===== src/common/ddr_settings.svh =====
`ifndef DDR_SETTINGS_SVH
`define DDR_SETTINGS_SVH

// ----------------------------------------------------------------------
// Bus widths
// ----------------------------------------------------------------------

// Command address, counted in 128-bit words
`define DDR_ADDR_W 28

// One data beat
`define DDR_DATA_W 128

// One enable bit per byte of a beat
`define DDR_BE_W 16

// ----------------------------------------------------------------------
// Burst and storage shape
// ----------------------------------------------------------------------

// Beats per burst
`define DDR_BURST_LEN 2

// Words held on chip, addresses alias modulo this
`define DDR_MEM_WORDS 256

// Accept cycle to first read beat, at least 2
`define DDR_RD_LAT 2

// Command count width
`define DDR_CNT_W 8

`endif


===== src/common/ddr_pkg.sv =====
`include "ddr_settings.svh"

package ddr_pkg;

   // ----------------------------------------------------------------------
   // Data path types
   // ----------------------------------------------------------------------

   // One beat, byte i sits in bits [8*i+7 : 8*i]
   typedef logic [`DDR_DATA_W-1:0] ddr_word_t;

   // Bit i enables byte i of the beat
   typedef logic [`DDR_BE_W-1:0] ddr_be_t;

   // Word address as seen on the command bus
   typedef logic [`DDR_ADDR_W-1:0] ddr_addr_t;

   // Number of bursts in one start request
   typedef logic [`DDR_CNT_W-1:0] cmd_cnt_t;

   // ----------------------------------------------------------------------
   // State encodings
   // ----------------------------------------------------------------------

   // Controller FSM
   typedef enum logic [1:0] {
      ctrl_idle    = 2'd0,
      ctrl_wr_beat = 2'd1,
      ctrl_rd_wait = 2'd2,
      ctrl_rd_beat = 2'd3
   } ctrl_state_t;

   // Sequencer FSM
   typedef enum logic [1:0] {
      gen_idle  = 2'd0,
      gen_issue = 2'd1,
      gen_wait  = 2'd2
   } gen_state_t;

endpackage


===== src/cmd_gen/cmd_gen.sv =====
`timescale 1ns/100ps
`include "ddr_settings.svh"

module cmd_gen
   import ddr_pkg::*;
(
   input  logic      CLK,
   input  logic      rst,
   input  logic      start_wr,
   input  logic      start_rd,
   input  cmd_cnt_t  num_cmds,
   input  ddr_addr_t start_addr,
   input  logic      ddr_ready,
   output logic      cmd_wr,
   output logic      cmd_rd,
   output ddr_addr_t cmd_addr,
   output logic      busy,
   output logic      done
);

   gen_state_t state;
   logic       is_wr;
   cmd_cnt_t   remaining;
   ddr_addr_t  run_addr;
   logic       start;
   logic       fire;

   // ----------------------------------------------------------------------
   // Strobes and status
   // ----------------------------------------------------------------------

   assign start = start_wr || start_rd;

   // Only fire while the controller is ready, so every strobe lands
   assign fire = (state == gen_issue) && ddr_ready;

   assign cmd_wr   = fire && is_wr;
   assign cmd_rd   = fire && !is_wr;
   assign cmd_addr = run_addr;

   assign busy = (state != gen_idle);

   // Ready back after the last burst means its final beat is done
   assign done = (state == gen_wait) && (remaining == '0) && ddr_ready;

   // ----------------------------------------------------------------------
   // Sequencer FSM
   // ----------------------------------------------------------------------

   always_ff @(posedge CLK)
   begin
      if (rst)
      begin
         state     <= gen_idle;
         is_wr     <= 1'b0;
         remaining <= '0;
      end
      else
      begin
         case (state)
            gen_idle:
            begin
               if (start)
               begin
                  is_wr     <= start_wr;
                  remaining <= num_cmds;
                  // Zero count goes straight to the done check
                  state     <= (num_cmds == '0) ? gen_wait : gen_issue;
               end
            end
            gen_issue:
            begin
               if (ddr_ready)
               begin
                  remaining <= remaining - cmd_cnt_t'(1);
                  state     <= gen_wait;
               end
            end
            gen_wait:
            begin
               // Hold here while the burst is in flight
               if (ddr_ready)
                  state <= (remaining == '0) ? gen_idle : gen_issue;
            end
            default:
               state <= gen_idle;
         endcase
      end
   end

   // Running burst address
   always_ff @(posedge CLK)
   begin
      if ((state == gen_idle) && start)
         run_addr <= start_addr;
      else if (fire)
         run_addr <= run_addr + ddr_addr_t'(`DDR_BURST_LEN);
   end

   // ----------------------------------------------------------------------
   // Checks on the start interface
   // ----------------------------------------------------------------------

   a_start_when_idle : assert property (@(posedge CLK) disable iff (rst)
      start |-> !busy);

   a_start_one_kind : assert property (@(posedge CLK) disable iff (rst)
      !(start_wr && start_rd));

endmodule


===== config.mk =====
export PLATFORM = sky130hd
export DESIGN_NAME = cmd_gen
export DESIGN_NICKNAME = d
export VERILOG_FILES = /design/src/common/ddr_pkg.sv /design/src/cmd_gen/cmd_gen.sv
export VERILOG_INCLUDE_DIRS = /design/src /design/src/common
export SDC_FILE = /design/constraint.sdc
export NUM_CORES = 1
export LEC_CHECK = 0
export ABC_AREA = 0
export BUFFER_PORTS_ARGS = -buffer_cell sky130_fd_sc_hd__buf_2
export CAP_MARGIN = 20
export CORE_MARGIN = 8
export CORE_UTILIZATION = 42
export CTS_CLUSTER_SIZE = 28
export DETAILED_ROUTE_END_ITERATION = 16
export GPL_TIMING_DRIVEN = 0
export PLACE_DENSITY = 0.68
export SLEW_MARGIN = 20
export SYNTH_ARGS = -nofsm -noshare
export SYNTH_HDL_FRONTEND = slang
export SYNTH_SLANG_ARGS = --single-unit

===== constraint.sdc =====
create_clock -name CLK -period 4.72 [get_ports CLK]
set_clock_uncertainty 0.15 [all_clocks]
set_input_delay 0.708 -clock CLK [delete_from_list [all_inputs] [get_ports CLK]]
set_output_delay 0.708 -clock CLK [all_outputs]
set_load 0.03 [all_outputs]

After elaboration in Yosys (flattened, before gate mapping)

Index checks and enable logic that the tools add are counted.

Register bits: 39
ROM bits: 0
Bits in latches: 0
Output and inout bits: 32
Memories: 0
Bits of input ports: 41
RAM bits: 0
Logic and storage cells: 39

Div/mod/pow operators: 0
Multiply operators: 0
Reduce and logical (&&, ||, !) cells: 17
Magnitude comparators: 0
$add $sub $neg: 2
Equal/unequal tests: 5
Shifts and indexed selects: 0
Bitwise gates (word level): 0
Muxes and demuxes: 11

Operator list:

| cell                                             | number |
|---|---|
| two-way mux 28 bit                               | 2 |
| adder 28 x 2 -> 28 bit, second input constant    | 1 |
| zero test 8 bit                                  | 2 |
| two-way mux 8 bit                                | 2 |
| case mux 8 bit (2 select lines)                  | 1 |
| two-way mux 2 bit                                | 4 |
| subtractor 8 x 1 -> 8 bit, second input constant | 1 |
| logical AND 1 bit                                | 6 |
| != test 2 bit, second input constant             | 3 |
| case mux 2 bit (3 select lines)                  | 1 |
| AND reduction 3 bit                              | 2 |
| nonzero test 2 bit                               | 3 |
| == test 2 x 1 -> 1 bit, second input constant    | 1 |
| == test 2 bit, second input constant             | 1 |
| zero test 2 bit                                  | 1 |
| AND reduction 2 bit                              | 1 |
| zero test 1 bit                                  | 1 |
| logical OR 1 bit                                 | 1 |
| two-way mux 1 bit                                | 1 |

Logic depth before layout (Yosys ltp)

Gate-level depths: netlist (run 1).

Depth after elaboration: 4
Depth in mapped cells: 6
Depth with buffers taken out: 6

Worst setup path before layout (run 1)

OpenSTA, ideal clock, no wires.

Kind: in2reg
Start point: in start_wr
End point: reg remaining[0]
Cell stages on the path: 5
Data arrival time: 2.393 ns
Library setup time: 0.109 ns
Buffers on the path: 1
Setup slack: 2.068 ns
Cells stage by stage: nor3_1 or3_1 clkbuf_1 clkinv_1 a221oi_1

Longest elaborated chain between the ends: 3

RTL lines:

| item                                 | line          | RTL |
|---|---|---|
| from (decl)                          | cmd_gen.sv:9  | `input logic start_wr,` |
| logical OR 1 bit                     | cmd_gen.sv:32 | `assign start = start_wr \|\| start_rd;` |
| != test 2 bit (no source line)       | n/a           |  |
| AND reduction 3 bit (no source line) | n/a           |  |
| to (signal assigned)                 | cmd_gen.sv:66 | `remaining <= num_cmds;` |
| to (signal assigned)                 | cmd_gen.sv:75 | `remaining <= remaining - cmd_cnt_t'(1);` |
| to (decl)                            | cmd_gen.sv:23 | `cmd_cnt_t remaining;` |

Every way passes these cells.
A chain may end at the register's enable or synchronous reset.

Worst setup path after layout (run 1)

Start point: reg state[0]
End point: out cmd_rd

Longest elaborated chain between the ends: 3

RTL lines:

| item                   | line          | RTL |
|---|---|---|
| from (decl)            | cmd_gen.sv:21 | `gen_state_t state;` |
| from (signal assigned) | cmd_gen.sv:54 | `state <= gen_idle;` |
| from (signal assigned) | cmd_gen.sv:68 | `state <= (num_cmds == '0) ? gen_wait : gen_issue;` |
| from (signal assigned) | cmd_gen.sv:76 | `state <= gen_wait;` |
| == test 2 x 1 -> 1 bit | cmd_gen.sv:35 | `assign fire = (state == gen_issue) && ddr_ready;` |
| logical AND 1 bit      | cmd_gen.sv:35 |  |
| logical AND 1 bit      | cmd_gen.sv:38 | `assign cmd_rd = fire && !is_wr;` |
| to (decl)              | cmd_gen.sv:15 | `output logic cmd_rd,` |

Every way passes these cells.

==> results.md, run 1 <==
Setup path:
- The depth of the worst register-to-register path is 5.
- Of all nets on the critical path, the largest fanout is 10.
- The slowest stage of the critical path belongs to the cell dfxtp_1.
- The worst setup slack for register-to-register paths is 2.27 ns.
- The maximum cell stage delay along the critical path is 0.46 ns.
- The category of the critical setup timing path is flip-flop to output port.
- The worst endpoint required time is 3.86 ns.
- The signal on the critical path passes through nor2b_1 -> clkbuf_1 -> nand2_1 -> nor2_1 -> buf_2.
- The worst setup path is captured at an output port.
- The startpoint type of the worst setup path is a flip-flop.
- The source of the worst register-to-register timing path is state[0]$_SDFFE_PP0P_.
- The family with the most delay on the worst path is buffers and inverters.
- The arrival time reported for the critical path endpoint is 1.78 ns.
- In this run the critical register-to-register path is captured at remaining[0]$_SDFFE_PP0P_.
- Together, buffers and inverters on the worst path number 2.

Layout:
- The library cell used most frequently in the layout, excluding fill and tap cells, is buf_2.
- Relative to the synthesized area, the layout overhead comes to 23.4%.
- Leaving out fill and tap cells, the most frequent cells in the layout are buf_2 (72), o21ai_0 (30), nand2_1 (30).
- Cells with a size suffix above 1 make up 24.6% of the layout.
- The number of nets in the layout is 389.
- The number of diodes is 0.

Global routing:
- The via count of the first global-routing pass was 2368.
- The maximum number of pins on one net before global-route repair is 36.
- Summed over all layers, the global routing overflow is 0.
- The total routing resource utilization after global routing is 16.0%.
- The first-pass GRT wire length is 11100 um.
- The number of antenna violations at the first check in global routing is 0.

Routing:
- Dividing the detail-routed wire length by the instance count gives 15.5 um.
- The routed layout has 2296 vias.
- For this run, design rule violations remaining after detail routing come to 0.
- The routed design has 6450 um of wire.
- Dividing the detail-routed via count by the number of cells gives 5.51.
- The count of nets left with antenna violations after detail routing is 0.
- The starting DRC count in detailed routing is 89.
- The detailed-router iteration count before antenna repair is 4.

Synthesis:
- The top flip-flop cell by instance count after synthesis is edfxtp_1.
- The top cell type by area accounts for 35.5% of the synthesized area.
- Of all cell types, the one taking the most synthesized area is edfxtp_1.
- The distinct cell type count after synthesis is 43.
- The sequential fraction of the synthesis area is 44.8%.
- The average cell area after synthesis is 8.91 um2.
- Synthesis produced a netlist with a net count of 310.
- The number of instances in the synthesized netlist is 266.
- Summing every instance area after synthesis gives 2370 um2.
- By area the synthesized netlist is led by edfxtp_1 (35%), dfxtp_1 (9.3%), o21ai_0 (6.3%).
- The post-synthesis async set-or-reset flop share is 0%.
- The number of register bits inferred by synthesis is 39.
- The number of warnings reported in the yosys synthesis log is 0.
- The synthesized design contains 28 enable-type register cells.

STA:
- The smallest clock period supported by the final layout is computed as 2.64 ns.
- The number of pins exceeding their max-slew limit in the final report came to 0.
- The share of the cycle needed by the critical path after routing is 55.9%.
- For the pin with the worst max-slew slack, the measured transition is 0.721 ns.
- The worst-case headroom to the max-slew limit is 51.6%.
- The peak clock frequency supported by timing is 379 MHz.
- Setup repair after global routing left no endpoint under its margin.
- The count of endpoints failing hold in the final timing report was 0.
- Setup violations remaining at the end of the flow were counted as 0.
- The final-layout setup total negative slack is 0 ns.
- In the post-route analysis, the smallest setup slack over all paths is 2.08 ns.

Clock network:
- Clock tree synthesis inserted a total of 5 buffers.
- The H-tree was split into 2 levels.
- The clock latency reported for the late side of the worst-skew pair is 0.29 ns.
- No sink is reached through more buffers than the 2 on the longest clock path.
- After clock tree synthesis, the clock-pin slew on the worst setup and hold paths is 0.08 ns.
- Gates resized during post-CTS repair numbered 0.
- The cell at the root of the clock tree is clkbuf_8.
- The clock tree from TritonCTS is yes.
- The number of hold buffers added after CTS was 0.
- Counting every sink on the clock net gives 39.
- The number of setup buffers added after CTS is 0.

Power and ir drop:
- The highest ir drop seen on vdd is 0.260 mV.
- The leakage power is 1.13 nW.
- Power spread over the standard cell area amounts to 499 nW/um2.

Worst hold path:
- The worst min-delay path startpoint is remaining[1]$_SDFFE_PP0P_.
- The worst hold path passes through 2 cells.
- The worst hold path terminates at remaining[1]$_SDFFE_PP0P_.
- The worst min-delay path class is flip-flop to flip-flop.

Placed design:
- The quantity of I/O buffers inserted on ports is 72.
- The final HPWL from detailed placement is 4780 um.
- Routability-driven placement finished with a final weighted congestion of 0.828.
- The post-placement setup slack is 1.87 ns.

Floorplan:
- The area of the die is 8300 um2.
- The core region is 5470 um2.
- Measured along the y axis, the die boundary spans 91.1 um.
- For this configuration, the core starts out at a cell density of 43.3%.
- In this run the horizontal extent of the chip is 91.1 um.
- The floorplan row count is 27.
- During I/O placement, the number of pins put on the boundary was 73.

Outcome:
- The run finished with clean final reports.

Flow run:
- The tool flagged a number of max-cap violations equal to 0.
-- layout make-up --
| class | instances | area, um2 |
|---|---|---|
| plain buffers | 12 | 53.8 |
| clock buffers | 6 | 72.6 |
| clock inverters | 1 | 30.0 |
| fillers | 565 | 2550 |
| inverters | 9 | 35.0 |
| multi-input cells | 206 | 1220 |
| flip-flops and latches | 39 | 1060 |
| well taps | 72 | 90.1 |
| repair buffers | 72 | 360 |
-- state kept, by name, indices dropped and copies added, names as in the netlist --
register,count
cmd_addr,28
remaining,8
state,2
is_wr,1
-- cells in the mapped netlist, types with 2 or more instances --
cell	count
a211oi_1	2
a21o_1	3
a21oi_1	14
a31oi_1	10
and2_1	2
and3_1	5
and4_1	4
clkbuf_1	9
dfxtp_1	11
edfxtp_1	28
ha_1	3
inv_1	8
nand2_1	30
nand2b_1	4
nand3_1	9
nand3b_1	2
nand4_1	8
nand4b_1	2
nor2_1	21
nor2b_1	3
nor3_1	6
nor4_1	6
o211ai_1	2
o21ai_0	30
o31ai_1	3
or3_1	9
or4_1	4
xnor2_1	9
xor2_1	5
-- per-layer routing --
metal  vias to the layer above  part of all wire [%]  global-route usage, %
met2                        66                    49                   26.9
met4                         0                  0.79                   6.00
li1                       1152                     -                      -
met1                      1072                    44                   19.2
met5                         -                     0                      0
met3                         6                   6.2                   3.95
-- report_power, final --
group          switching (mW)  internal (mW)  leakage (nW)
Sequential              0.127          0.495         0.372
Clock                   0.118          0.155        0.0513
Combinational           0.378          0.186         0.708
Total                   0.623          0.837          1.13
-- worst max path at each step --
stage	startpoint	endpoint	slack (ns)	cells past startpoint
after floorplan	start_wr	remaining[0]$_SDFFE_PP0P_	2.07	5
after global placement	start_wr	remaining[0]$_SDFFE_PP0P_	1.26	6
final	state[0]$_SDFFE_PP0P_	cmd_rd	2.08	5
after detailed placement	start_wr	remaining[0]$_SDFFE_PP0P_	1.87	6
after CTS	state[0]$_SDFFE_PP0P_	cmd_rd	2.07	5
after global routing	state[0]$_SDFFE_PP0P_	cmd_rd	1.91	5
-- cell families (layout without fill, tap and decap cells) --
family / after synthesis / in the layout / synth area share [%]
AND/OR/NAND/NOR: 120 / 120 / 27.9
buffers and inverters: 21 / 100 / 3.70
AO/OA/AOI/OAI: 68 / 68 / 16.4
XOR/XNOR: 14 / 14 / 5.17
multiplexers: 1 / 1 / 0.475
adder cells (fa/ha/maj): 3 / 3 / 1.58
flip-flops: 39 / 39 / 44.8
-- stage by stage --
stage	util [%]	total power, mW	hold WS, ns	area (um2)	std cells
after floorplan	-	1.01	0.295	2370	266
after global placement	51.5	1.18	0.306	2820	410
after detailed placement	51.6	1.20	0.321	2820	410
after CTS	53.4	1.47	0.331	2920	417
after global routing	53.4	1.56	0.351	2920	417
final	53.4	1.46	0.333	2920	417
-- worst min-delay path, cell delays in order (launching register included) --
cell and delay [ns]:
dfxtp_1 0.33, nand2_1 0.06, a21oi_1 0.05
No activity file was read; power rests on OpenSTA's default activity.
==> run 2: changes to the inputs <==
Settings changed: ABC_AREA 0 to 1, PLACE_DENSITY 0.68 to 0.66.
Clock period 4.72 ns to 2.6 ns, I/O delays scaled along.
==> run 2 against run 1 <==
  * Final cell count rose by 31%
  * Clock power up 52%
  * Synthesized cell count up 47%
  * Worst hold slack lost 0.22 ns
  * Critical endpoint is now done
  * Largest cell class unchanged
  * Largest power group is now combinational cells
  * Highest routed layer unchanged
==> results.md, run 2 <==
Synthesis:
- The top flip-flop cell by instance count after synthesis is edfxtp_1.
- By count the netlist is led by nand2_1 (146), nor2_1 (49), inv_1 (35).
- The number of instances in the synthesized netlist was 391 (+47%).
- The average cell area after synthesis is 7.05 um2 (-21%).
- The top cell type by total area after synthesis is edfxtp_1.
- The distinct cell type count after synthesis is 31 (-28%).
- The most repeated cell in the gate-level netlist after synthesis is nand2_1.
- The cell area after synthesis is 2760 um2 (+16%).
- The number of register bits inferred by synthesis is 39 (unchanged).
- The synthesized netlist net count is 435 (+40%).
- The portion of synthesized cell area occupied by the leading cell type came to 30.5% (-5.0 points).
- The number of flops mapped to enable cells by yosys is 28 (unchanged).
- The number of warnings reported in the yosys synthesis log is 0 (unchanged).
- The sequential fraction of the synthesis area is 38.5% (-6.3 points).
- After synthesis, the cell types taking the most area are edfxtp_1 (30%), nand2_1 (20%), dfxtp_1 (8.0%).
- The post-synthesis async set-or-reset flop share is 0% (unchanged).

Clock network:
- The sink count of the clock tree is 39 (unchanged).
- The number of setup buffers added after CTS was 0 (unchanged).
- The number of buffers inserted by hold repair at cts is 0 (unchanged).
- The clock latency reported for the late side of the worst-skew pair is 0.30 ns (about the same).
- The clock buffer count from CTS was 5 (unchanged).
- The total of cells resized after clock tree synthesis came to 0 (unchanged).
- TritonCTS built the clock tree.
- The clock input transition at the sequential cells of the worst setup and hold paths is 0.08 ns (about the same).
- CTS placed an instance of clkbuf_8 at the clock tree root.
- The deepest level of the CTS H-tree is 2 (unchanged).
- The maximum number of buffers from clock root to sink is 2 (unchanged).

STA:
- The worst hold slack across all endpoints is 0.111 ns (-0.223 ns).
- The final-layout setup total negative slack is 0 ns (unchanged).
- The peak clock frequency supported by timing is 499 MHz.
- The share of the cycle needed by the critical path after routing is 77.1%.
- The worst-case headroom to the max-slew limit is 63.3% (+12 points).
- The number of setup violations in the final report is 0 (unchanged).
- Setup repair after global routing left no endpoint under its margin.
- The least setup slack across all paths after layout is 0.596 ns (-1.49 ns).
- The number of pins exceeding their max-slew limit in the final report was 0 (unchanged).
- The worst path needs 2.00 ns of the cycle, external delays included.
- The slew at the pin closest to its max-slew limit is 0.550 ns (-0.170 ns).
- The count of endpoints failing hold in the final timing report is 0 (unchanged).

Routing:
- The count of nets left with antenna violations after detail routing is 0 (unchanged).
- The starting DRC count in detailed routing is 160 (+80%).
- The remaining design rule violation count was 0 (unchanged).
- The via total after detailed routing is 2687 (+17%).
- The via density per instance is 4.90 (-11%).
- The detailed-router iteration count before antenna repair is 4 (unchanged).
- The wire length after detailed routing came to 7370 um (+14%).
- The average wire per standard cell is 13.4 um (-13%).

Layout:
- The library cell used most frequently in the layout, excluding fill and tap cells, is nand2_1.
- The share of post-route cells with drive strength above 1 is 24.0% (-0.65 points).
- The total of fill cells in the finished design was 643 (+14%).
- The number of nets in the layout came to 514 (+32%).
- The area of the multi-input gates is 1460 um2 (+20%).
- The top cell types in the final layout, fill and taps aside, are nand2_1 (146), buf_2 (73), nor2_1 (49).
- The total area of sequential cells is 1060 um2 (unchanged).
- The area overhead of the layout relative to synthesis is 19.5%.
- The number of diodes is 0 (unchanged).
- The flip-flop count of the largest register after layout is 28 (unchanged).
- The cell area after layout came to 3290 um2 (+13%).

Setup path:
- The signal on the critical path passes through inv_1 -> ha_1 -> nand3_1 -> nor3_1 -> buf_2.
- The largest individual stage delay along the critical path comes from the cell dfxtp_1.
- The buffers plus inverters on the worst setup path came to 2 (unchanged).
- The startpoint type of the worst setup path is a flip-flop.
- The maximum fanout along the worst path is 4 (-6).
- The setup path with the least slack is of type flip-flop to output port.
- The arrival time reported for the critical path endpoint is 1.46 ns (-0.32 ns).
- The maximum cell stage delay along the critical path was 0.33 ns (-0.13 ns).
- Among cell families on the critical path, the largest total delay comes from buffers and inverters.
- The kind of end point of the critical path is an output port.
- The worst endpoint required time came to 2.06 ns (-1.80 ns).

Floorplan:
- The core footprint came to 6350 um2 (+16%).
- The die outline width is 97.0 um (+6.5%).
- The die height was 97.0 um (+6.5%).
- The starting density of the core came to 43.4% (+0.13 points).
- The number of top-level design ports is 73 (unchanged).
- The area of the die came to 9410 um2 (+13%).
- The floorplan row count came to 29 (+7.4%).

Power and ir drop:
- The cell-internal power came to 1.78 mW (+110%).
- The clock network fraction of total power is 11.8% (-6.9 points).
- The power spent charging and discharging nets is 1.75 mW (+180%).
- The sequential cell fraction of total power is 36.5% (-6.1 points).
- The highest ir drop seen on vdd was 0.517 mV (+99%).
- The leakage power is 1.55 nW (+37%).
- The power density over cell area was 1070 nW/um2 (+110%).
- The combinational power share is 51.7% (+13 points).
- The switching share of total power was 49.6% (+6.9 points).

Placed design:
- The placement-stage cell area was 3210 um2 (+14%).
- The post-placement setup slack came to 0.808 ns (-1.06 ns).
- The quantity of I/O buffers inserted on ports is 72 (unchanged).
- The weighted congestion at the end of routability-driven global placement came to 0.887 (+7.1%).
- The final HPWL from detailed placement is 5700 um (+19%).

Global routing:
- The via count of the first global-routing pass is 2702 (+14%).
- The first-pass GRT wire length was 12500 um (+12%).
- The number of antenna violations at the first check in global routing is 0 (unchanged).
- The total routing resource utilization after global routing came to 15.8% (-0.17 points).
- The total congestion overflow came to 0 (unchanged).
- The maximum number of pins on one net before global-route repair is 37 (+2.8%).

Worst hold path:
- The worst hold path belongs to the class input pin to flip-flop.

Flow run:
- The max-cap violation count is 0 (unchanged).

Outcome:
- The flow ran to the end, and the final reports show no timing, DRC or antenna violations.
-- run 2: cell count changes after synthesis, sizes merged, moves of 8 or more --
cell	before	now
nand2	30	156
clkbuf	10	1
nand3	9	21
nor2	21	60
nand4	10	2
inv	8	38
or3	10	0
a31oi	10	1
-- run 2: area by class of cell --
class,instances,area share (%)
well taps,77,2.92
plain buffers,9,2.77
clock buffers,8,2.43
repair buffers,72,10.9
multi-input cells,305,44.4
inverters,38,4.33
flip-flops and latches,39,32.2
-- run 2: worst paths after layout --
kind,startpoint,end,slack (ns),cells after the start
worst min register to register,remaining[7]$_SDFFE_PP0P_,remaining[7]$_SDFFE_PP0P_,0.33,2
worst max-delay path,remaining[0]$_SDFFE_PP0P_,done,0.60,5
worst min-delay path,rst,remaining[0]$_SDFFE_PP0P_,0.11,2
worst max register to register,cmd_addr[1]$_DFFE_PP_,cmd_addr[13]$_DFFE_PP_,0.81,7
-- run 2: through the flow --
stage / total power, mW / std cells / util, %
floorplan: 2.61 / 391 / -
global placement: 3.10 / 540 / 50.6
detailed placement: 3.13 / 540 / 50.6
CTS: 3.56 / 548 / 51.9
global route: 3.82 / 548 / 51.9
finish: 3.53 / 548 / 51.9
-- run 2: power groups by stage --
stage	Sequential, mW	Combinational, mW	Clock [mW]
2_1_floorplan	1.62	0.994	0
3_3_place_gp	1.29	1.81	0
3_5_place_dp	1.29	1.84	0
4_1_cts	1.28	1.84	0.430
5_1_grt	1.33	2.04	0.451
6_report	1.29	1.82	0.416
-- run 2: cells by family after synthesis --
family | after synthesis | synth area share (%)
AOI/OAI and AO/OA | 41 | 8.12
xor gates and xnor gates | 12 | 3.81
adders and majority gates | 3 | 1.36
buffers and inverters | 47 | 8.48
DFF | 39 | 38.5
and+or+nand+nor | 249 | 39.7
-- run 2: routing by layer --
layer  wire length, um  track usage, %
met4                87            4.97
met2              3500            27.1
met1              3360            18.5
met5                 0               0
met3               418            4.48
==> run 3: changes to the inputs <==
Clock period 2.6 ns to 1.92 ns, I/O delays scaled along.
==> run 3 against run 2 <==
  * Non-clock buffer count increased by 2
  * Utilization increased by 0.47 points
  * Register-to-register slack got worse by 0.67 ns
  * First-iteration DRC count decreased by 3.8%
  * Critical endpoint unchanged
  * Worst hold slack got worse by 0.0054 ns
  * Wire length increased by 0.96%
  * Via count increased by 0.11%
  * Largest cell class unchanged
==> results.md, run 3 (same netlist as run 2, synthesis figures left out) <==
STA:
- The number of pins exceeding their max-slew limit in the final report is 0 (unchanged).
- The number of setup violations in the final report is 0 (unchanged).
- Setup repair after global routing left no endpoint under its margin.
- The worst-case headroom to the max-slew limit was 62.6% (-0.75 points).
- The least setup slack across all paths after layout was 0.100 ns (-0.496 ns).
- The final-layout setup total negative slack is 0 ns (unchanged).
- The count of endpoints failing hold in the final timing report was 0 (unchanged).
- The worst hold slack across all endpoints is 0.105 ns (-0.00536 ns).
- The share of the cycle needed by the critical path after routing is 94.8%.
- The peak clock frequency supported by timing is 550 MHz.
- The slew at the pin closest to its max-slew limit came to 0.562 ns (+0.0112 ns).
- The routed design could run at a clock period as short as 1.82 ns.

Power and ir drop:
- The highest ir drop seen on vdd is 0.702 mV (+36%).
- The leakage power was 1.56 nW (+0.55%).
- The power density over cell area is 1450 nW/um2 (+35%).
- The overall power of the completed layout is 4.81 mW (+36%).

Routing:
- The average wire per standard cell came to 13.5 um (+0.60%).
- The count of nets left with antenna violations after detail routing came to 0 (unchanged).
- The starting DRC count in detailed routing was 154 (-3.8%).
- The via total after detailed routing is 2690 (+0.11%).
- The via density per instance is 4.89 (-0.25%).
- The detailed-router iteration count before antenna repair is 4 (unchanged).
- The remaining design rule violation count is 0 (unchanged).
- The wire length after detailed routing was 7440 um (+0.96%).

Layout:
- The share of post-route cells with drive strength above 1 is 24.9% (+0.96 points).
- The number of nets in the layout is 516 (+0.39%).
- Leaving out fill and tap cells, the most frequent cells in the layout are nand2_1 (146), buf_2 (72), nor2_1 (48).
- The commonest non-fill, non-tap cell in the layout is nand2_1.
- The number of diodes was 0 (unchanged).
- The count of non-filler cells in the finished layout came to 550 (+0.36%).
- The flip-flop count of the largest register after layout is 28 (unchanged).
- From synthesis to final layout, the design area changed by 20.6%.

Floorplan:
- The die outline width is 97.0 um (unchanged).
- The area of the die is 9410 um2 (unchanged).
- The starting density of the core is 43.4% (unchanged).
- The number of top-level design ports is 73 (unchanged).
- The floorplan row count is 29 (unchanged).
- The die height is 97.0 um (unchanged).
- The core footprint is 6350 um2 (unchanged).

Global routing:
- The total routing resource utilization after global routing is 15.8% (about the same).
- The met2 usage in global routing was 27.1% (+0.052 points).
- After global routing, the most crowded layer is met2.
- The maximum number of pins on one net before global-route repair is 37 (unchanged).
- The total congestion overflow is 0 (unchanged).
- The via count of the first global-routing pass was 2701 (-0.037%).
- The met1 usage is 18.5% (-0.042 points).
- The global-route met3 utilization is 4.55% (+0.071 points).
- The number of antenna violations at the first check in global routing is 0 (unchanged).
- The first-pass GRT wire length was 12500 um (+0.11%).

Placed design:
- The quantity of I/O buffers inserted on ports is 72 (unchanged).
- The number of placed instances, taps included is 540 (unchanged).
- The weighted congestion at the end of routability-driven global placement is 0.887 (unchanged).
- The post-placement setup slack was 0.128 ns (-0.680 ns).
- The final HPWL from detailed placement was 5700 um (unchanged).

Clock network:
- The clock buffer count from CTS came to 5 (unchanged).
- TritonCTS built the clock tree.
- The sink count of the clock tree is 39 (unchanged).
- The clock latency reported for the late side of the worst-skew pair is 0.30 ns (about the same).
- The clock input transition at the sequential cells of the worst setup and hold paths came to 0.08 ns (about the same).
- The maximum number of buffers from clock root to sink is 2 (unchanged).
- CTS placed an instance of clkbuf_8 at the clock tree root.
- The deepest level of the CTS H-tree is 2 (unchanged).

Setup path:
- The worst setup slack for register-to-register paths is 0.14 ns (-0.67 ns).
- The critical path is of the flip-flop to output port type.
- The depth of the worst register-to-register path is 7 (unchanged).
- The worst endpoint required time was 1.48 ns (-0.58 ns).
- In this run the critical register-to-register path is launched from cmd_addr[1]$_DFFE_PP_.
- The startpoint type of the worst setup path is a flip-flop.
- The endpoint of the worst register-to-register path is cmd_addr[15]$_DFFE_PP_.
- The maximum fanout along the worst path is 4 (unchanged).
- The kind of end point of the critical path is an output port.
- The arrival time reported for the critical path endpoint is 1.38 ns (-0.08 ns).

Worst hold path:
- The worst hold path depth is 3 (+1).
- The worst hold path terminates at is_wr$_SDFFE_PP0P_.
- The worst min-delay path class is input pin to flip-flop.
- The worst min-delay path startpoint is start_wr.

Outcome:
- The flow ran to the end, and the final reports show no timing, DRC or antenna violations.

Flow run:
- The max-cap violation count is 0 (unchanged).
## run 3: how the worst max path moves through the flow
stage | start | to | slack (ns) | cells past startpoint
2_1_floorplan | cmd_addr[2]$_DFFE_PP_ | cmd_addr[13]$_DFFE_PP_ | 0.06 | 7
5_1_grt | remaining[1]$_SDFFE_PP0P_ | done | 0.008 | 5
3_3_place_gp | cmd_addr[1]$_DFFE_PP_ | cmd_addr[13]$_DFFE_PP_ | 0.16 | 7
4_1_cts | remaining[0]$_SDFFE_PP0P_ | done | 0.003 | 5
3_5_place_dp | cmd_addr[1]$_DFFE_PP_ | cmd_addr[13]$_DFFE_PP_ | 0.13 | 7
6_report | remaining[1]$_SDFFE_PP0P_ | done | 0.10 | 5
## run 3: area by class of cell
class / count / area, um2
inverter: 38 / 143
sequential: 39 / 1060
tap: 77 / 96.3
multi-input combinational: 305 / 1470
timing repair buffer: 74 / 380
clock buffer: 8 / 80.1
fill: 635 / 3030
buffer: 9 / 91.3
## run 3: metrics by stage
step	utilization [%]	instance area, um2
6_report	52.4	3320
5_1_grt	52.4	3320
4_1_cts	52.0	3300
3_5_place_dp	50.6	3210
3_3_place_gp	50.6	3210
2_1_floorplan	-	2760
## run 3: worst max-delay path, cell delays in order, from the launching register on
cell	delay, ns
dfxtp_1	0.31
inv_1	0.11
ha_1	0.15
nand3_1	0.11
nor3_2	0.21
buf_4	0.19
## run 3: repair_timing
action,CTS,global route
setup buffers,0,1
endpoints found under the setup margin,0,3
hold buffers,1,0
endpoints found under the hold margin,1,0
gates resized for setup,0,5
## run 3: routing by layer
layer | vias up | wire length [um] | share of wire (%)
met5 | - | 0 | 0
met3 | 9 | 448 | 6.0
li1 | 1402 | - | -
met2 | 74 | 3520 | 47
met4 | 0 | 87 | 1.2
met1 | 1205 | 3380 | 45
## run 3: where the power goes
group	internal [mW]	total, mW	switching [mW]
sequential	1.36	1.75	0.387
clock	0.259	0.563	0.304
combinational	0.803	2.50	1.69
